<file path="config.mk">
export PLATFORM = sky130hd
export DESIGN_NAME = alu
export DESIGN_NICKNAME = d
export VERILOG_FILES = /design/src/cpu_config.svh /design/src/cpu_pkg.sv /design/src/alu.sv
export SDC_FILE = /design/constraint.sdc
export NUM_CORES = 1
export LEC_CHECK = 0
export ABC_AREA = 1
export BUFFER_PORTS_ARGS = -buffer_cell sky130_fd_sc_hd__buf_2
export CORE_MARGIN = 8
export CORE_UTILIZATION = 40
export DETAILED_ROUTE_END_ITERATION = 16
export PLACE_DENSITY_LB_ADDON = 0.25
export SLEW_MARGIN = 10
export SYNTH_ARGS = -nofsm -noshare
export SYNTH_HDL_FRONTEND = slang
export SYNTH_SLANG_ARGS = --single-unit
</file>
<file path="constraint.sdc">
create_clock -name vclk -period 5.8
set_input_delay 1.45 -clock vclk [all_inputs]
set_output_delay 1.45 -clock vclk [all_outputs]
set_load 0.01 [all_outputs]
</file>
<file path="src/cpu_config.svh">
`ifndef CPU_CONFIG_SVH
`define CPU_CONFIG_SVH

// memory geometry, both memories share it
`define CPU_MEM_WORDS 1024
// word index width, byte address bits [10:1]
`define CPU_MEM_AW 10

// opcode map, taken from instr[15:12]
`define CPU_OP_ADD 4'h0
`define CPU_OP_SUB 4'h1
`define CPU_OP_XOR 4'h2
`define CPU_OP_AND 4'h3
`define CPU_OP_SLL 4'h4
`define CPU_OP_SRA 4'h5
`define CPU_OP_ROR 4'h6
// opcode 7 does nothing
`define CPU_OP_NOP 4'h7
`define CPU_OP_LW  4'h8
`define CPU_OP_SW  4'h9
`define CPU_OP_LLB 4'hA
`define CPU_OP_LHB 4'hB
`define CPU_OP_B   4'hC
`define CPU_OP_BR  4'hD
`define CPU_OP_PCS 4'hE
`define CPU_OP_HLT 4'hF

`endif
</file>
<file path="src/cpu_pkg.sv">
package cpu_pkg;

  // data, address and instruction word
  typedef logic [15:0] word_t;

  // register number, r0 reads as zero
  typedef logic [3:0] reg_idx_t;

  // instr[15:12]
  typedef logic [3:0] opcode_t;

  // branch condition, instr[11:9]
  typedef logic [2:0] cond_t;

  // stored flags, {z, v, n}
  typedef logic [2:0] flags_t;

  // bit positions inside flags_t
  localparam int unsigned FLAG_Z = 2;
  localparam int unsigned FLAG_V = 1;
  localparam int unsigned FLAG_N = 0;

  // alu function select
  typedef enum logic [3:0] {
    ALU_ADD,
    ALU_SUB,
    ALU_XOR,
    ALU_AND,
    ALU_SLL,
    ALU_SRA,
    ALU_ROR,
    // byte merges for llb and lhb
    ALU_LLB,
    ALU_LHB
  } alu_op_t;

endpackage

</file>
<file path="src/alu.sv">
module alu (
  input  cpu_pkg::alu_op_t op,
  input  cpu_pkg::word_t   a,
  input  cpu_pkg::word_t   b,
  input  logic [7:0]       imm,
  input  logic             use_imm,
  output cpu_pkg::word_t   result,
  output cpu_pkg::flags_t  flags
);
  import cpu_pkg::*;

  word_t       mem_offs;
  word_t       opnd_b;
  logic [3:0]  shamt;
  word_t       sum;
  word_t       diff;
  logic [31:0] rot_wide;
  logic        ovf_add;
  logic        ovf_sub;
  logic        ovf;

  // signed 4-bit word offset turned into a byte offset
  assign mem_offs = {{11{imm[3]}}, imm[3:0], 1'b0};
  assign opnd_b   = use_imm ? mem_offs : b;
  // shift amount from the immediate field
  assign shamt    = imm[3:0];

  assign sum  = a + opnd_b;
  assign diff = a - opnd_b;

  // signed overflow when operands agree in sign but the result does not
  assign ovf_add = (a[15] == opnd_b[15]) && (sum[15] != a[15]);
  // for subtract the operand signs must differ
  assign ovf_sub = (a[15] != opnd_b[15]) && (diff[15] != a[15]);

  // rotate by shifting a doubled copy
  assign rot_wide = {a, a} >> shamt;

  always_comb begin
    case (op)
      ALU_ADD: result = sum;
      ALU_SUB: result = diff;
      ALU_XOR: result = a ^ opnd_b;
      ALU_AND: result = a & opnd_b;
      ALU_SLL: result = a << shamt;
      ALU_SRA: result = $signed(a) >>> shamt;
      ALU_ROR: result = rot_wide[15:0];
      // low byte replaced and high byte kept
      ALU_LLB: result = {a[15:8], imm};
      // high byte replaced and low byte kept
      ALU_LHB: result = {imm, a[7:0]};
      default: result = sum;
    endcase
  end

  // v only means something for add and sub
  always_comb begin
    case (op)
      ALU_ADD: ovf = ovf_add;
      ALU_SUB: ovf = ovf_sub;
      default: ovf = 1'b0;
    endcase
  end

  // the flag register decides which bits it keeps
  assign flags[FLAG_Z] = (result == '0);
  assign flags[FLAG_V] = ovf;
  assign flags[FLAG_N] = result[15];

endmodule

</file>
==> results.sh <==
export IMPL_total_power_w=0.000575
export IMPL_dieArea_um2=15800
export IMPL_p_leak_nw=3.18
export IMPL_final_cell_area_um2=5340
export IMPL_flops_and_latches=0
export IMPL_synth_top_area_share=0.287
export IMPL_drive_above_1_share=0.155
export IMPL_most_common_layout_cells="nand2_1 (368), nand3_1 (169), inv_1 (120)"
export IMPL_area_growth_synth_to_final_pct=10.6
export IMPL_setup_viol=0
export IMPL_drc=0
export IMPL_vias=6697
export IMPL_worst_slack_ps=159
export IMPL_crit_fanout=9
export IMPL_n_antenna_cell=0
export IMPL_power_frac_comb=1.000
export IMPL_rows=40
export IMPL_syn_area_um2=4830
export IMPL_ir_drop_uv=48.8
export IMPL_period_share=0.973
export IMPL_yosysUniqueCellTypes=35
export IMPL_maxSlewViolCount=0
export IMPL_grt_pass1_wl_um=32000
export IMPL_wl_um=20800
export IMPL_die_x_um=126
export IMPL_synth_top_area_cell="nand2_1"
export IMPL_drtAntennaViolNets=0
export IMPL_worst_slew_pin_slew_ps=503
export IMPL_initial_core_util=0.405
export IMPL_grt_max_degree=38
export IMPL_fillers=1455
export IMPL_dp_slack_ps=84.3
export IMPL_p_per_area_nw_per_um2=108
export IMPL_dr_pass1_iters=5
export IMPL_fin_hold_ws_ps=3500
export IMPL_power_frac_seq=0
export IMPL_wl_per_cell_um=17.2
export IMPL_cp_end_kind="output port"
export IMPL_max_freq_ghz=0.177
export IMPL_seq_area_frac_synth=0
export IMPL_antenna_found_initial=0
export IMPL_hpwl_um=17300
export IMPL_yosys_top_cells_area="nand2_1 (29%), nand3_1 (18%), inv_1 (9.5%)"
export IMPL_final_hold_violation_count=0
export IMPL_arrival_ps=4190
export IMPL_yosysWarnings=0
export IMPL_clockPowerShare=0
export IMPL_port_buffers=64
export IMPL_cp_start_kind="input pin"
export IMPL_min_period_ps=5640
export IMPL_power_internal_w=0.000191
export IMPL_coreArea_um2=11900
export IMPL_seqCellArea_um2=0
export IMPL_final_common_cell="nand2_1"
export IMPL_final_nets=1140
export IMPL_p_sw_frac=0.668
export IMPL_die_h_um=126
export IMPL_syn_nets=1095
export IMPL_place_congestion=0.966
export IMPL_relSlewSlack=0.664
export IMPL_postCtsHoldBufs=0
export IMPL_min_path_type="in -> out"
export IMPL_io_pins=64
export IMPL_grtUsageTotal=0.246
export IMPL_crit_required_ps=4350
export IMPL_first_global_vias=6144
export IMPL_crit_type="in -> out"
export IMPL_synthCells=1015
export IMPL_via_per_inst=5.56
export IMPL_status="complete, no violations"
export IMPL_fin_tns_setup_ps=0
export IMPL_post_dp_cell_area_um2=5160
export IMPL_syn_avg_cell_area_um2=4.76
export IMPL_cap_violations=0
export IMPL_drtIter0Drc=766
export IMPL_nClkBuffers=0
export IMPL_p_sw_w=0.000384
export IMPL_overflow=0
==> critical path, stage by stage <==
cell	delay (ps)
clkbuf_4	190
nand2_2	120
clkinvlp_4	180
buf_12	180
a21oi_1	170
ha_2	370
nor2_2	170
nand3_1	110
nand3_1	160
nand2_1	120
nor2_1	160
nor2_1	70
nand2_1	60
nand3_1	80
nand2_1	110
nand2_1	50
nor2_1	90
nand2_1	100
nor2_1	90
buf_2	140
==> through the flow <==
step | std cells | util
final | 1205 | 0.448
after global routing | 1205 | 0.448
after CTS | 1197 | 0.433
after detailed placement | 1197 | 0.433
after global placement | 1197 | 0.433
after floorplan | 1015 | -
==> cells in the mapped netlist (7+ instances only) <==
cell type    n
o21ai_0     25
nand4_1     14
buf_4        8
a21oi_1     44
clkbuf_1     7
ha_1        33
nor2_1     116
nor2_2       9
nand2_1    369
nand2_2     17
inv_2        7
nand3_1    170
inv_1      122
buf_2       19
==> worst paths after layout <==
kind,start,end,slack [ps],depth (start not counted)
worst max-delay path,use_imm,flags[2],160,20
worst min-delay path,a[15],flags[1],3500,4
==> routing by layer <==
layer / up-vias / global-route usage / share of wire
li1: 3303 / - / -
met1: 3041 / 0.311 / 0.43
met2: 297 / 0.431 / 0.47
met3: 56 / 0.0165 / 0.060
met4: 0 / 0.0885 / 0.037
met5: - / 0 / 0
==> power by group through the flow <==
| stage | clock [W] | combinational (W) | sequential, W |
|---|---|---|---|
| after floorplan | 0 | 0.000380 | 0 |
| after CTS | 0 | 0.000542 | 0 |
| after detailed placement | 0 | 0.000540 | 0 |
| after global placement | 0 | 0.000544 | 0 |
| final | 0 | 0.000575 | 0 |
| after global routing | 0 | 0.000631 | 0 |
==> cell families after synthesis <==
kind of cell | count (synthesis) | share of synthesized area
AOI/OAI and AO/OA | 86 | 0.0964
xor gates and xnor gates | 3 | 0.00544
buffers and inverters | 173 | 0.159
adders and majority gates | 35 | 0.0938
and+or+nand+nor | 718 | 0.645
==> area by class of cell <==
type / count / area (µm²) / area share
Tap cell: 147 / 184 / 0.0345
Multi-Input combinational cell: 842 / 4160 / 0.779
Timing Repair Buffer: 86 / 500 / 0.0937
Inverter: 130 / 498 / 0.0933
==> what timing repair did <==
item,CTS,global route
setup buffers,0,8
setup endpoints to repair,0,1
resized for setup,0,28
(Power assumes the default switching activity.)
