File: src/cpu_config.svh
`ifndef CPU_CONFIG_SVH
`define CPU_CONFIG_SVH

// memory geometry, both memories share it
`define CPU_MEM_WORDS 1024
// word index width, byte address bits [10:1]
`define CPU_MEM_AW 10

// opcode map, taken from instr[15:12]
`define CPU_OP_ADD 4'h0
`define CPU_OP_SUB 4'h1
`define CPU_OP_XOR 4'h2
`define CPU_OP_AND 4'h3
`define CPU_OP_SLL 4'h4
`define CPU_OP_SRA 4'h5
`define CPU_OP_ROR 4'h6
// opcode 7 does nothing
`define CPU_OP_NOP 4'h7
`define CPU_OP_LW  4'h8
`define CPU_OP_SW  4'h9
`define CPU_OP_LLB 4'hA
`define CPU_OP_LHB 4'hB
`define CPU_OP_B   4'hC
`define CPU_OP_BR  4'hD
`define CPU_OP_PCS 4'hE
`define CPU_OP_HLT 4'hF

`endif
File: src/cpu_pkg.sv
package cpu_pkg;

  // data, address and instruction word
  typedef logic [15:0] word_t;

  // register number, r0 reads as zero
  typedef logic [3:0] reg_idx_t;

  // instr[15:12]
  typedef logic [3:0] opcode_t;

  // branch condition, instr[11:9]
  typedef logic [2:0] cond_t;

  // stored flags, {z, v, n}
  typedef logic [2:0] flags_t;

  // bit positions inside flags_t
  localparam int unsigned FLAG_Z = 2;
  localparam int unsigned FLAG_V = 1;
  localparam int unsigned FLAG_N = 0;

  // alu function select
  typedef enum logic [3:0] {
    ALU_ADD,
    ALU_SUB,
    ALU_XOR,
    ALU_AND,
    ALU_SLL,
    ALU_SRA,
    ALU_ROR,
    // byte merges for llb and lhb
    ALU_LLB,
    ALU_LHB
  } alu_op_t;

endpackage

File: src/cpu_control.sv
`include "cpu_config.svh"

module cpu_control (
  input  cpu_pkg::opcode_t opcode,
  output cpu_pkg::alu_op_t alu_op,
  output logic             reg_write,
  output logic             mem_write,
  output logic             mem_to_reg,
  output logic             pcs_to_reg,
  output logic             src1_from_rd,
  output logic             src2_from_rd,
  output logic             alu_imm,
  output logic             set_zvn,
  output logic             set_z,
  output logic             is_branch,
  output logic             is_branch_reg,
  output logic             halt
);
  import cpu_pkg::*;

  always_comb begin
    // everything idle unless the opcode asks for it
    alu_op        = ALU_ADD;
    reg_write     = 1'b0;
    mem_write     = 1'b0;
    mem_to_reg    = 1'b0;
    pcs_to_reg    = 1'b0;
    src1_from_rd  = 1'b0;
    src2_from_rd  = 1'b0;
    alu_imm       = 1'b0;
    set_zvn       = 1'b0;
    set_z         = 1'b0;
    is_branch     = 1'b0;
    is_branch_reg = 1'b0;
    halt          = 1'b0;
    case (opcode)
      // arithmetic writes all three flags
      `CPU_OP_ADD: begin
        alu_op    = ALU_ADD;
        reg_write = 1'b1;
        set_zvn   = 1'b1;
      end
      `CPU_OP_SUB: begin
        alu_op    = ALU_SUB;
        reg_write = 1'b1;
        set_zvn   = 1'b1;
      end
      // logic ops only touch z
      `CPU_OP_XOR: begin
        alu_op    = ALU_XOR;
        reg_write = 1'b1;
        set_z     = 1'b1;
      end
      `CPU_OP_AND: begin
        alu_op    = ALU_AND;
        reg_write = 1'b1;
        set_z     = 1'b1;
      end
      // shifts take the amount from instr[3:0]
      `CPU_OP_SLL, `CPU_OP_SRA, `CPU_OP_ROR: begin
        alu_op    = (opcode == `CPU_OP_SLL) ? ALU_SLL :
                    (opcode == `CPU_OP_SRA) ? ALU_SRA : ALU_ROR;
        reg_write = 1'b1;
        set_z     = 1'b1;
        alu_imm   = 1'b1;
      end
      // base plus scaled offset, result back from memory
      `CPU_OP_LW: begin
        alu_imm    = 1'b1;
        reg_write  = 1'b1;
        mem_to_reg = 1'b1;
      end
      // store data comes from the register in [11:8]
      `CPU_OP_SW: begin
        alu_imm      = 1'b1;
        mem_write    = 1'b1;
        src2_from_rd = 1'b1;
      end
      // byte loads keep the other half of rd
      `CPU_OP_LLB, `CPU_OP_LHB: begin
        alu_op       = (opcode == `CPU_OP_LLB) ? ALU_LLB : ALU_LHB;
        reg_write    = 1'b1;
        src1_from_rd = 1'b1;
      end
      `CPU_OP_B:   is_branch     = 1'b1;
      `CPU_OP_BR:  is_branch_reg = 1'b1;
      `CPU_OP_PCS: begin
        reg_write  = 1'b1;
        pcs_to_reg = 1'b1;
      end
      `CPU_OP_HLT: halt = 1'b1;
      // nop falls through with all enables low
      default: ;
    endcase
  end

endmodule

File: config.mk
export PLATFORM = sky130hd
export DESIGN_NAME = cpu_control
export DESIGN_NICKNAME = d
export VERILOG_FILES = /design/src/cpu_pkg.sv /design/src/cpu_control.sv
export VERILOG_INCLUDE_DIRS = /design/src /design/src/src
export SDC_FILE = /design/constraint.sdc
export NUM_CORES = 1
export LEC_CHECK = 0
export BUFFER_PORTS_ARGS = -buffer_cell sky130_fd_sc_hd__buf_4
export CAP_MARGIN = 25
export CORE_AREA = 2 2 39 41
export DETAILED_ROUTE_END_ITERATION = 10
export DIE_AREA = 0 0 41 43
export GPL_TIMING_DRIVEN = 0
export PLACE_DENSITY_LB_ADDON = 0.25
export SLEW_MARGIN = 10
export SYNTH_ARGS = -nofsm -noshare
export SYNTH_HDL_FRONTEND = slang
export SYNTH_SLANG_ARGS = --single-unit
File: constraint.sdc
create_clock -name vclk -period 0.9
set_input_delay 0.09 -clock vclk [all_inputs]
set_output_delay 0.09 -clock vclk [all_outputs]
set_load 0.05 [all_outputs]
==> impl_metrics.env <==
export IMPL_row_count=14
export IMPL_startpoint="opcode[3]"
export IMPL_ant_nets=0
export IMPL_slew_headroom=0.840
export IMPL_setup_tns_ps=-834
export IMPL_syn_num_nets=37
export IMPL_synth_compound_area_frac=0.188
export IMPL_die_area_um2=1760
export IMPL_max_cap_viol_count=0
export IMPL_timing_final_hold_violations=0
export IMPL_yosysSeqAreaShare=0
export IMPL_synthTopCellsByArea="nor2_1 (13%), nor3_1 (10%), nand2b_1 (9.4%), buf_2 (7.5%), buf_6 (5.6%)"
export IMPL_synth_top_area_cell="nor2_1"
export IMPL_yosysWarnings=0
export IMPL_syn_avg_cell_area_um2=6.07
export IMPL_netlist_instances=33
export IMPL_area_delta_synth_final_pct=229
export IMPL_postPlaceCellArea_um2=513
export IMPL_seq_power_share=0
export IMPL_synthMuxAreaShare=0.0562
export IMPL_whs_ps=495
export IMPL_fin_area_um2=659
export IMPL_drtIter0Drc=1
export IMPL_grt_usage=0.0969
export IMPL_max_vdd_ir_drop_v=0.000284
export IMPL_fin_ws_ps=-190
export IMPL_power_switching_mw=0.245
export IMPL_ff_latch_area_um2=0
export IMPL_clkPwrFrac=0
export IMPL_cpPeakStageDelay_ps=340
export IMPL_wirelength_um=812
export IMPL_routedWlPerCell_um=11.4
export IMPL_firstDrtPassIters=2
export IMPL_grt_max_degree=11
export IMPL_synthXorXnorAreaFrac=0
export IMPL_critPathCaptureType="primary output"
export IMPL_synth_top_family_by_area="simple AND/OR/NAND/NOR gates"
export IMPL_comb_power_share=1.000
export IMPL_synth_area_um2=200
export IMPL_crit_required_ps=810
export IMPL_ios=20
export IMPL_cp_common_cell="buf_8"
export IMPL_grt_pass1_wl_um=1270
export IMPL_nClkBuffers=0
export IMPL_initial_core_util=0.145
export IMPL_power_mw=0.422
export IMPL_vias=316
export IMPL_hold_buffers=0
export IMPL_path_depth=5
export IMPL_crit_buf_inv=3
export IMPL_worstPathMaxFanout=6
export IMPL_yosysUniqueCellTypes=18
export IMPL_slowest_stage="or3b_1"
export IMPL_power_density_nw_per_um2=639
export IMPL_p_leak_nw=0.280
export IMPL_drv_slew=0
export IMPL_place_gp_congestion=0.681
export IMPL_status="finished, violations left"
export IMPL_synthSimpleGateAreaFrac=0.494
export IMPL_synth_top_cell_area_share=0.131
export IMPL_swShare=0.581
export IMPL_cp_top_family="buffers and inverters"
export IMPL_layout_drive_gt1_share=0.873
export IMPL_finalSetupViolCount=11
export IMPL_nFillCells=141
export IMPL_core_area_um2=1380
export IMPL_vias_per_cell=4.45
export IMPL_antennaDiodeCount=0
export IMPL_synthAdderAreaFrac=0.0562
export IMPL_dpl_hpwl_um=521
export IMPL_cp_endpoint="alu_op[0]"
export IMPL_failed_checks="setup timing"
export IMPL_antenna_found_initial=0
export IMPL_fin_crit_sh=1.21
export IMPL_grt_ovfl_total=0
export IMPL_critPathKind="in2out"
export IMPL_power_internal_mw=0.177
export IMPL_port_buffers=17
export IMPL_layout_min_cycle_time_ps=1090
export IMPL_die_height_um=43
export IMPL_path_cells="buf_8 -> buf_8 -> or3b_1 -> o211ai_1 -> buf_4"
export IMPL_min_path_type="in2out"
export IMPL_tightest_slew_ps=239
export IMPL_die_w_um=41
export IMPL_rsz0062_at_grt="true"
export IMPL_arrival_ps=1000
export IMPL_nets=61
export IMPL_clock_fmax_mhz=917
export IMPL_design_seq_count=0
export IMPL_final_core_util=0.476
export IMPL_whs_path_depth=3
export IMPL_grt_pass1_vias=273
export IMPL_drc=0
export IMPL_worstSetupStartpointType="primary input"
[power groups by stage]
stage	Sequential (mW)	Combinational [mW]	Clock, mW
after global placement	0	0.348	0
after floorplan	0	0.278	0
after global routing	0	0.441	0
final	0	0.422	0
after detailed placement	0	0.349	0
after CTS	0	0.393	0
[per-layer routing]
layer  vias to the layer above  routed length (um)  track usage  share of wire
met5                         -                   0            0              0
met4                         0                   0            0              0
met3                         0                  23            0          0.028
met2                         9                 450        0.150           0.55
met1                       150                 338        0.155           0.42
li1                        157                   -            -              -
[stage by stage]
stage / setup WS [ps] / std cells
after detailed placement: -228 / 66
final: -190 / 71
after global placement: -223 / 66
after CTS: -179 / 70
after global routing: -226 / 71
after floorplan: -363 / 33
[cell type report]
| type | count | area [um^2] | area share |
|---|---|---|---|
| Tap cell | 16 | 20.0 | 0.0304 |
| Multi-Input combinational cell | 26 | 327 | 0.495 |
| Buffer | 5 | 72.6 | 0.110 |
| Timing Repair Buffer | 22 | 233 | 0.353 |
| Inverter | 2 | 7.51 | 0.0114 |
[placed cells by master (no fill, tap or decap)]
cell       count
nor2_4         4
o2bb2ai_4      1
nand2_8        1
buf_8          7
nand2_1        1
mux2_4         1
buf_12         1
and2_4         1
nor2_2         2
inv_1          2
buf_6         10
maj3_2         1
o21ai_4        1
o211ai_1       1
a2bb2oi_2      1
nor3_2         1
buf_4          9
nand2b_4       3
nand4bb_1      1
nor3_4         3
or3b_1         1
nor2_1         1
a211oi_4       1
[cell families (layout without fill, tap and decap cells)]
group,Yosys count,count (layout)
AND/OR/NAND/NOR,19,19
adder cells (fa/ha/maj),1,1
AO/OA/AOI/OAI,5,5
buffers and inverters,7,29
multiplexers,1,1
[cells in the mapped netlist]
master and number:
mux2_2 1, o211ai_1 1, nand4bb_1 1, a2bb2oi_1 1, nand2b_1 3, o21ai_0 1
nor2_1 7, and2_1 1, inv_1 2, buf_4 1, maj3_2 1, nand2_1 2
a211oi_1 1, o2bb2ai_1 1, buf_6 1, buf_2 3, nor3_1 4, or3b_1 1
[worst min-delay path by stage]
| stage | start | endpoint | slack [ps] |
|---|---|---|---|
| floorplan | opcode[0] | pcs_to_reg | 390 |
| global placement | opcode[1] | set_zvn | 510 |
| detailed placement | opcode[1] | set_zvn | 510 |
| CTS | opcode[1] | set_zvn | 480 |
| global route | opcode[2] | set_zvn | 510 |
| finish | opcode[1] | set_zvn | 500 |
[what timing repair did]
| action | CTS | global route |
|---|---|---|
| buffers inserted | 4 | 1 |
| cloned | 0 | 0 |
| pin swaps | 6 | 4 |
| resized for setup | 15 | 12 |
| setup endpoints to repair | 11 | 10 |
No activity file was read; power rests on OpenSTA's default activity.
