### config.mk
export PLATFORM = sky130hd
export DESIGN_NAME = pc_control
export DESIGN_NICKNAME = d
export VERILOG_FILES = /design/src/cpu_config.svh /design/src/cpu_pkg.sv /design/src/pc_control.sv
export SDC_FILE = /design/constraint.sdc
export NUM_CORES = 1
export LEC_CHECK = 0
export BUFFER_PORTS_ARGS = -buffer_cell sky130_fd_sc_hd__buf_2
export CAP_MARGIN = 20
export CORE_UTILIZATION = 38
export CTS_CLUSTER_SIZE = 10
export DETAILED_ROUTE_END_ITERATION = 7
export GPL_TIMING_DRIVEN = 1
export HOLD_SLACK_MARGIN = 0.05
export REMOVE_ABC_BUFFERS = 1
export SYNTH_ARGS = -nofsm -noshare
export SYNTH_HDL_FRONTEND = slang
export SYNTH_SLANG_ARGS = --single-unit
### constraint.sdc
create_clock -name clk -period 5.9 [get_ports clk]
set_input_delay 1.77 -clock clk [delete_from_list [all_inputs] [get_ports clk]]
set_output_delay 1.77 -clock clk [all_outputs]
set_load 0.05 [all_outputs]
### src/cpu_config.svh
`ifndef CPU_CONFIG_SVH
`define CPU_CONFIG_SVH

// memory geometry, both memories share it
`define CPU_MEM_WORDS 1024
// word index width, byte address bits [10:1]
`define CPU_MEM_AW 10

// opcode map, taken from instr[15:12]
`define CPU_OP_ADD 4'h0
`define CPU_OP_SUB 4'h1
`define CPU_OP_XOR 4'h2
`define CPU_OP_AND 4'h3
`define CPU_OP_SLL 4'h4
`define CPU_OP_SRA 4'h5
`define CPU_OP_ROR 4'h6
// opcode 7 does nothing
`define CPU_OP_NOP 4'h7
`define CPU_OP_LW  4'h8
`define CPU_OP_SW  4'h9
`define CPU_OP_LLB 4'hA
`define CPU_OP_LHB 4'hB
`define CPU_OP_B   4'hC
`define CPU_OP_BR  4'hD
`define CPU_OP_PCS 4'hE
`define CPU_OP_HLT 4'hF

`endif
### src/cpu_pkg.sv
package cpu_pkg;

  // data, address and instruction word
  typedef logic [15:0] word_t;

  // register number, r0 reads as zero
  typedef logic [3:0] reg_idx_t;

  // instr[15:12]
  typedef logic [3:0] opcode_t;

  // branch condition, instr[11:9]
  typedef logic [2:0] cond_t;

  // stored flags, {z, v, n}
  typedef logic [2:0] flags_t;

  // bit positions inside flags_t
  localparam int unsigned FLAG_Z = 2;
  localparam int unsigned FLAG_V = 1;
  localparam int unsigned FLAG_N = 0;

  // alu function select
  typedef enum logic [3:0] {
    ALU_ADD,
    ALU_SUB,
    ALU_XOR,
    ALU_AND,
    ALU_SLL,
    ALU_SRA,
    ALU_ROR,
    // byte merges for llb and lhb
    ALU_LLB,
    ALU_LHB
  } alu_op_t;

endpackage

### src/pc_control.sv
module pc_control (
  input  logic            clk,
  input  logic            rst,
  input  logic            halt,
  input  logic            is_branch,
  input  logic            is_branch_reg,
  input  logic            set_zvn,
  input  logic            set_z,
  input  cpu_pkg::flags_t alu_flags,
  input  cpu_pkg::cond_t  cond,
  input  logic [8:0]      offset,
  input  cpu_pkg::word_t  reg_target,
  output cpu_pkg::word_t  pc,
  output cpu_pkg::word_t  pc_plus2
);
  import cpu_pkg::*;

  flags_t flags_q;
  word_t  branch_target;
  word_t  pc_next;
  logic   taken;
  logic   z;
  logic   v;
  logic   n;

  assign pc_plus2 = pc + 16'd2;

  // 9-bit signed word offset, relative to pc+2
  assign branch_target = pc_plus2 + {{6{offset[8]}}, offset, 1'b0};

  assign z = flags_q[FLAG_Z];
  assign v = flags_q[FLAG_V];
  assign n = flags_q[FLAG_N];

  // condition checked against flags left by earlier instructions
  always_comb begin
    case (cond)
      3'b000:  taken = ~z;
      3'b001:  taken = z;
      3'b010:  taken = ~z & ~n;
      3'b011:  taken = n;
      3'b100:  taken = z | ~n;
      3'b101:  taken = z | n;
      3'b110:  taken = v;
      default: taken = 1'b1;
    endcase
  end

  // halt freezes the pc so hlt stays asserted
  always_comb begin
    if (halt) begin
      pc_next = pc;
    end else if (is_branch && taken) begin
      pc_next = branch_target;
    end else if (is_branch_reg && taken) begin
      pc_next = reg_target;
    end else begin
      pc_next = pc_plus2;
    end
  end

  always_ff @(posedge clk) begin
    if (rst) begin
      pc <= '0;
    end else begin
      pc <= pc_next;
    end
  end

  // add/sub update all flags, logic and shifts only z
  always_ff @(posedge clk) begin
    if (rst) begin
      flags_q <= '0;
    end else if (set_zvn) begin
      flags_q <= alu_flags;
    end else if (set_z) begin
      flags_q[FLAG_Z] <= alu_flags[FLAG_Z];
    end
  end

endmodule

==> results of run 1 <==
## tightest hold or removal path, cell delays in order, from the launching register on
cell	delay (ns)
dfxtp_1	0.34
nand2_1	0.06
a21oi_1	0.05
## kinds of logic after synthesis
kind of cell             share of synthesized area, %
flip-flops                                      18.50
XOR/XNOR                                        10.23
multiplexers                                    4.382
AO/OA/AOI/OAI                                   27.75
buffers and inverters                           4.747
AND/OR/NAND/NOR                                 21.97
adder cells (fa/ha/maj)                         12.42
## cell usage in the layout (no fill, tap or decap), drive strengths merged, types with 3 or more instances in the layout
cell     count
a221oi       7
a21oi       25
nor2        22
mux2i        9
buf         69
clkbuf       4
dfxtp       19
nand2       21
nor3         5
nand3        9
nand4        3
o211ai       7
xnor2       13
or3          8
ha          18
nor4         6
a2111oi      3
a21o         5
xor2        11
a31oi        3
a211oi       3
inv         15
o21ai       12
o21bai       4
## worst max-delay path by stage
stage | to | from | slack, ns
4_1_cts | pc_plus2[13] | pc[1]$_SDFFE_PP0N_ | 1.84
3_3_place_gp | pc[11]$_SDFFE_PP0N_ | cond[1] | 1.86
2_1_floorplan | pc_plus2[14] | pc[8]$_SDFFE_PP0N_ | 1.78
5_1_grt | pc[13]$_SDFFE_PP0N_ | cond[2] | 1.69
6_report | pc_plus2[13] | pc[1]$_SDFFE_PP0N_ | 1.86
3_5_place_dp | pc[11]$_SDFFE_PP0N_ | cond[1] | 1.79
## layout make-up
class / instances / area share, %
flip-flops and latches: 19 / 15.26
inverters: 15 / 2.259
clock buffers: 4 / 1.807
multi-input cells: 220 / 63.30
well taps: 70 / 3.514
repair buffers: 69 / 13.86
## sequential cells by signal (all words and copies together) (netlist names)
register,flops
flags_q,3
pc,16
## cell usage after synthesis, types with 8 or more instances
library cell	instances	area share, %
xnor2_1	13	5.5
nand2_1	19	3.5
or3_1	8	2.4
nor2_1	22	4.0
dfxtp_1	19	19
inv_1	15	2.7
xor2_1	11	4.7
a21oi_1	25	6.1
ha_1	18	11
o21ai_0	10	2.4
nand3_1	8	1.9
mux2i_1	9	4.4
## power by group
group,internal [uW],switching [uW],total [uW]
Combinational,99.7,204,303
Sequential,140,16.3,157
Clock,47.9,43.3,91.2
## routing by layer
metal / GRT usage, % / vias up
met4: 4.527 / 0
met2: 33.13 / 60
met5: 0 / -
met1: 32.72 / 991
met3: 3.042 / 4
li1: - / 1106
## stage by stage
step | power, uW | setup slack, ns | cell area (sq um) | utilization, % | hold slack, ns
after detailed placement | 459.9 | 1.791 | 2447 | 47.31 | 0.4898
after global placement | 460.1 | 1.856 | 2447 | 47.31 | 0.4763
after floorplan | 380.8 | 1.781 | 2014 | - | 0.4476
after CTS | 552.3 | 1.837 | 2492 | 48.19 | 0.4985
final | 551.2 | 1.860 | 2492 | 48.19 | 0.4934
after global routing | 590.1 | 1.688 | 2492 | 48.19 | 0.5555
==> metrics.md, run 1 <==
| Metric | Value |
|---|---|
| Crit path buffers/inverters | 1 |
| # H-tree levels | 1 |
| CORE AREA | a little over 5000 sq um |
| Number of enable flip-flop cells after synthesis | 0 |
| Avg Synthesized Cell Area | ~7.8 sq um |
| Worst EP arrival | roughly 2.3 ns |
| Final-report hold violation count | 0 |
| Primary FF master, synth | dfxtp_1 |
| Post-cts hold buffer count | 0 |
| Met2 WL | 2619 microns |
| Slew margin rel. | 33.49% |
| Post-Syn Instances | approximately 260 |
| Initial antenna violation count | 0 |
| Hold Path Sink | flags_q[2]$_SDFFE_PP0P_ |
| Clock Sinks | 19 |
| Static Leak | 0.001179 uW |
| Die span in x | between 70 and 80 microns |
| First-pass GRT wire length | ~9400 microns |
| Worst VDD drop | ~130 uV |
| Tmin final | just over 4 ns |
| FF-to-FF setup slack | about 2.8 ns |
| Root Driver | clkbuf_8 |
| Crit-path max FO | 8 |
| Vias | between 2,000 and 2,500 |
| Hold path depth | 2 |
| GRT overflow | 0 |
| Worst-margin pin slew | 0.9930 ns |
| R2r startpoint | pc[1]$_SDFFE_PP0N_ |
| Reg2reg end | pc[13]$_SDFFE_PP0N_ |
| Initial core utilization | roughly two fifths |
| Uppermost layer routed | met4 |
| DRT met1 WL | approximately 3000 microns |
| Total track usage | between 20% and 30% |
| N_diodes | 0 |
| Die height | between 70 and 80 microns |
| ANT nets after route | 0 |
| Gpl congestion | 0.8746 |
| CP Launch Type | flop |
| Syn Std Cell Area | ~2100 sq um |
| Placed Cells | approximately 390 |
| Largest net degree at the start of global routing | 22 |
| Synth Warn # | 0 |
| Clock Latency Late Sink | 0.25 ns |
| Fin crit share | about 68% |
| CTS max path bufs | 2 |
| R2R cell count | 10 |
| Register area share after synthesis | 18.50% |
| DRC Markers | 0 |
| DR WL met3 | ~250 microns |
| Clk_skew | ~0.005 ns |
| Critical Path RT | slightly above 4 ns |
| Final WL | 5930 microns |
| Library cells used by synthesis | 50 |
| P per Cell Area | 221.2 nW/um^2 |
| Pins Over Slew Limit | 0 |
| Synth Register Bits | 19 |
| # rows | 26 |
| Asr flop ratio synth | 0% |
| Port bufs | 69 |
| Max-cap check violation count | 0 |
| Outcome | completed |
| Syn-to-layout area delta | 21.24% |
| Fill count | 530 |
| Share of cells above drive strength 1 | approximately 25% |
| CTS tree | done |
| Gates resized, CTS repair | 0 |
| Register Area | ~380 sq um |
| Final nets | approximately 390 |
| Die Area | 5708 sq um |
| Worst path depth | 5 |
| Critical path's slowest cell | dfxtp_1 |
| Post-CTS Setup Inserts | 0 |
| Hold path start | flags_q[2]$_SDFFE_PP0P_ |
| Final HPWL DP | 4704 microns |
| I/O pin cnt | 70 |
| Vias in the first global route | a little under 2,000 |
| Iter 0 DRT Violations | slightly above 90 |
| Hold Path Class | flop to flop |
| Drt pass-1 iters | 4 |
| Final setup fails | 0 |
| Post-Layout Cell Count | slightly below 400 |
| Routed WL per cell | between 10 and 15 microns |
| Critical Path Max Stage Delay | 0.50 ns |
| Via/cell ratio | between 5 and 6 |
| Crit-path cells | ha_1 > nand2_1 > nor4_1 > xor2_1 > buf_2 |
| Max Freq | about 0.25 GHz |
| Multi-input gate area | about 1600 sq um |
| CTS clk-pin slew, worst paths | around 0.07 ns |
| Worst setup EP type | output port |
| Kind of cell adding the most delay to the critical path | simple AND/OR/NAND/NOR gates |
| Crit path kind | flop to output port |
| Inserted Clock Buffers | 3 |
| Unrepaired setup endpoints after global routing | false |
| Setup TNS | 0 ns |
Power figures use the tool's default switching activity.
==> run 2: changes to the inputs <==
- PLACE_DENSITY: not set -> 0.66
- clock period: 5.9 -> 3.3 ns (I/O delays scaled with it)
==> run 2 against run 1 <==
Power grew 82%. Non-clock buffer count grew 3. Critical path depth unchanged. First-iteration DRC count is 21% higher. Flip-flop and latch count unchanged. Die area stayed put. Worst hold slack better by 0.0040 ns. Critical path type unchanged. Design area increased by 1.5%. Via count increased by 3.5%. Clock power increased by 94%. Sequential power rose by 78%.
==> metrics.md, run 2 (same netlist as run 1, synthesis figures left out) <==
| Metric | Value |
|---|---|
| Fill count | 524 (-1.1%) |
| # rows | 26 (unchanged) |
| Routed WL per cell | 15.04 microns (+0.69%) |
| Multi-input gate area | 1590 sq um (+0.79%) |
| Clock Sinks | 19 (unchanged) |
| Max Freq | between 0.3 and 0.4 GHz |
| Commonest non-fill, non-tap cell in the layout | buf_2 |
| Gpl congestion | 0.9132 (+4.4%) |
| Critical Path RT | 2.31 ns (-1.82 ns) |
| P per Cell Area | 395.5 nW/um^2 (+79%) |
| Fin crit share | 94.59% |
| Max-cap check violation count | 0 (unchanged) |
| Port bufs | 69 (unchanged) |
| Post-cts hold buffer count | 0 (unchanged) |
| Hold_ws | 0.4974 ns (+0.004031 ns) |
| # H-tree levels | 1 (unchanged) |
| Hold Path Sink | flags_q[2]$_SDFFE_PP0P_ |
| Largest net degree at the start of global routing | 22 (unchanged) |
| Final-report hold violation count | 0 (unchanged) |
| Seq pwr share | 27.9% (-0.5 points) |
| Vias in the first global route | 1,960 (-0.051%) |
| R2R cell count | 10 (unchanged) |
| Drt pass-1 iters | 4 (unchanged) |
| Final WL | 6016 microns (+1.5%) |
| Setup TNS | 0 ns (unchanged) |
| Inserted Clock Buffers | 3 (unchanged) |
| Critical Path Max Stage Delay | 0.46 ns (-0.04 ns) |
| Die height | 75.55 microns (unchanged) |
| Placed Cells | 396 (+0.76%) |
| Initial core utilization | 39.74% (unchanged) |
| CTS tree | done |
| CTS clk-pin slew, worst paths | 0.08 ns (about the same) |
| Worst VDD drop | 225.8 uV (+70%) |
| Crit-path cells | ha_1 > nand2_1 > nor4_2 > xor2_1 > buf_2 |
| Switching Share | 48.31% (+0.53 points) |
| Pwr Total | 1001 uW (+82%) |
| Register Area | 381.6 sq um (+0.33%) |
| R2r startpoint | pc[2]$_SDFFE_PP0N_ |
| Initial antenna violation count | 0 (unchanged) |
| Root Driver | clkbuf_8 |
| Crit-path max FO | 6 (-2) |
| Worst setup EP type | output port |
| DRC Markers | 0 (unchanged) |
| CTS max path bufs | 2 (unchanged) |
| Tmin final | 3.122 ns |
| Sw power | 483.4 uW (+84%) |
| Via/cell ratio | 5.593 (+2.7%) |
| Pint | 517.2 uW (+80%) |
| Slew margin rel. | 63.26% (+30 points) |
| Hold Path Class | flop to flop |
| Biggest register | pc |
| Crit path launch | pc[2]$_SDFFE_PP0N_ |
| Total track usage | 21.94% (+0.11 points) |
| Worst-margin pin slew | 0.5491 ns (-0.4439 ns) |
| Pins Over Slew Limit | 0 (unchanged) |
| Reg2reg end | pc[15]$_SDFFE_PP0N_ |
| CORE AREA | 5172 sq um (unchanged) |
| Commonest non-fill, non-tap cells in the layout | buf_2, a21oi_1, nor2_1 |
| Unrepaired setup endpoints after global routing | false |
| ANT nets after route | 0 (unchanged) |
| Final setup fails | 0 (unchanged) |
| Clk pwr share | 17.7% (+1.2 points) |
| Biggest regs | pc (16), flags_q (3) |
| Iter 0 DRT Violations | 110 (+21%) |
| Die span in x | 75.55 microns (unchanged) |
| GRT overflow | 0 (unchanged) |
| Outcome | completed |
| Share of cells above drive strength 1 | 27.27% (+1.9 points) |
| Vias | 2,237 (+3.5%) |
| N_diodes | 0 (unchanged) |
| Syn-to-layout area delta | 23.07% |
| First-pass GRT wire length | 9528 microns (+1.2%) |
| Post-Layout Cell Count | 400 (+0.76%) |
| Final nets | 388 (+0.78%) |
| I/O pin cnt | 70 (unchanged) |
| Final HPWL DP | 4682 microns (-0.47%) |
| FF-to-FF setup slack | 0.31 ns (-2.49 ns) |
| Hold path start | flags_q[2]$_SDFFE_PP0P_ |
| Crit path kind | flop to output port |
| Static Leak | 0.001198 uW (+1.6%) |
| Post-CTS Setup Inserts | 0 (unchanged) |
| Clock Latency Late Sink | 0.27 ns (+0.02 ns) |
| Worst EP arrival | 2.13 ns (-0.14 ns) |
| Combinational power share | 54.4% (-0.7 points) |
| CP Launch Type | flop |
| Max FFs per register | 16 (unchanged) |
| Die Area | 5708 sq um (unchanged) |
| Hold path depth | 2 (unchanged) |
| Gates resized, CTS repair | 0 (unchanged) |
| Clk_skew | 0.004642 ns (-0.0003378 ns) |
| Critical path's slowest cell | dfxtp_1 |
-- run 2: cell count changes in the layout (fill, tap and decap cells not counted), sizes merged --
cell	before	now
clkbuf	4	3
clkinv	0	1
buf	69	72
-- run 2: routing by layer --
metal / global-route usage, % / vias up / routed length (microns)
met3: 3.836 / 4 / 368
li1: - / 1116 / -
met2: 34.62 / 76 / 2766
met1: 31.89 / 1041 / 2855
met5: 0 / - / 0
met4: 3.086 / 0 / 25
-- run 2: metrics by stage --
step | util, % | area (sq um) | setup slack, ns
after detailed placement | 47.75 | 2470 | 0.2408
after global placement | 47.75 | 2470 | 0.2664
after floorplan | - | 2014 | -0.4753
after CTS | 48.65 | 2516 | 0.04493
final | 48.91 | 2530 | 0.1785
after global routing | 48.91 | 2530 | 0.02118
-- run 2: power groups by stage --
| stage | Clock, uW | Combinational (uW) | Sequential (uW) |
|---|---|---|---|
| finish | 177 | 544 | 279 |
| floorplan | 0 | 336 | 345 |
| detailed placement | 0 | 537 | 283 |
| global route | 192 | 594 | 283 |
| CTS | 179 | 540 | 278 |
| global placement | 0 | 537 | 284 |
-- run 2: how the worst max path moves through the flow --
stage / endpoint / cells past startpoint
final: pc_plus2[13] / 5
after global routing: pc[12]$_SDFFE_PP0N_ / 11
after CTS: pc_plus2[13] / 5
after detailed placement: pc[12]$_SDFFE_PP0N_ / 8
after global placement: pc[12]$_SDFFE_PP0N_ / 11
after floorplan: pc[13]$_SDFFE_PP0N_ / 10
-- run 2: worst max-delay path: cells and delay by family, from the launching register on --
family	cells	cell delay (ns)
xor+xnor	1	0.33
fa+ha+maj	1	0.26
simple gates	2	0.49
flops	1	0.46
buf+inv	1	0.33
-- run 2: area by class of cell --
type	instances	area share, %
multi-input cells	220	62.86
flip-flops and latches	19	15.08
repair buffers	72	14.54
well taps	70	3.462
inverters	15	2.226
clock buffers	3	1.632
clock inverters	1	0.1978
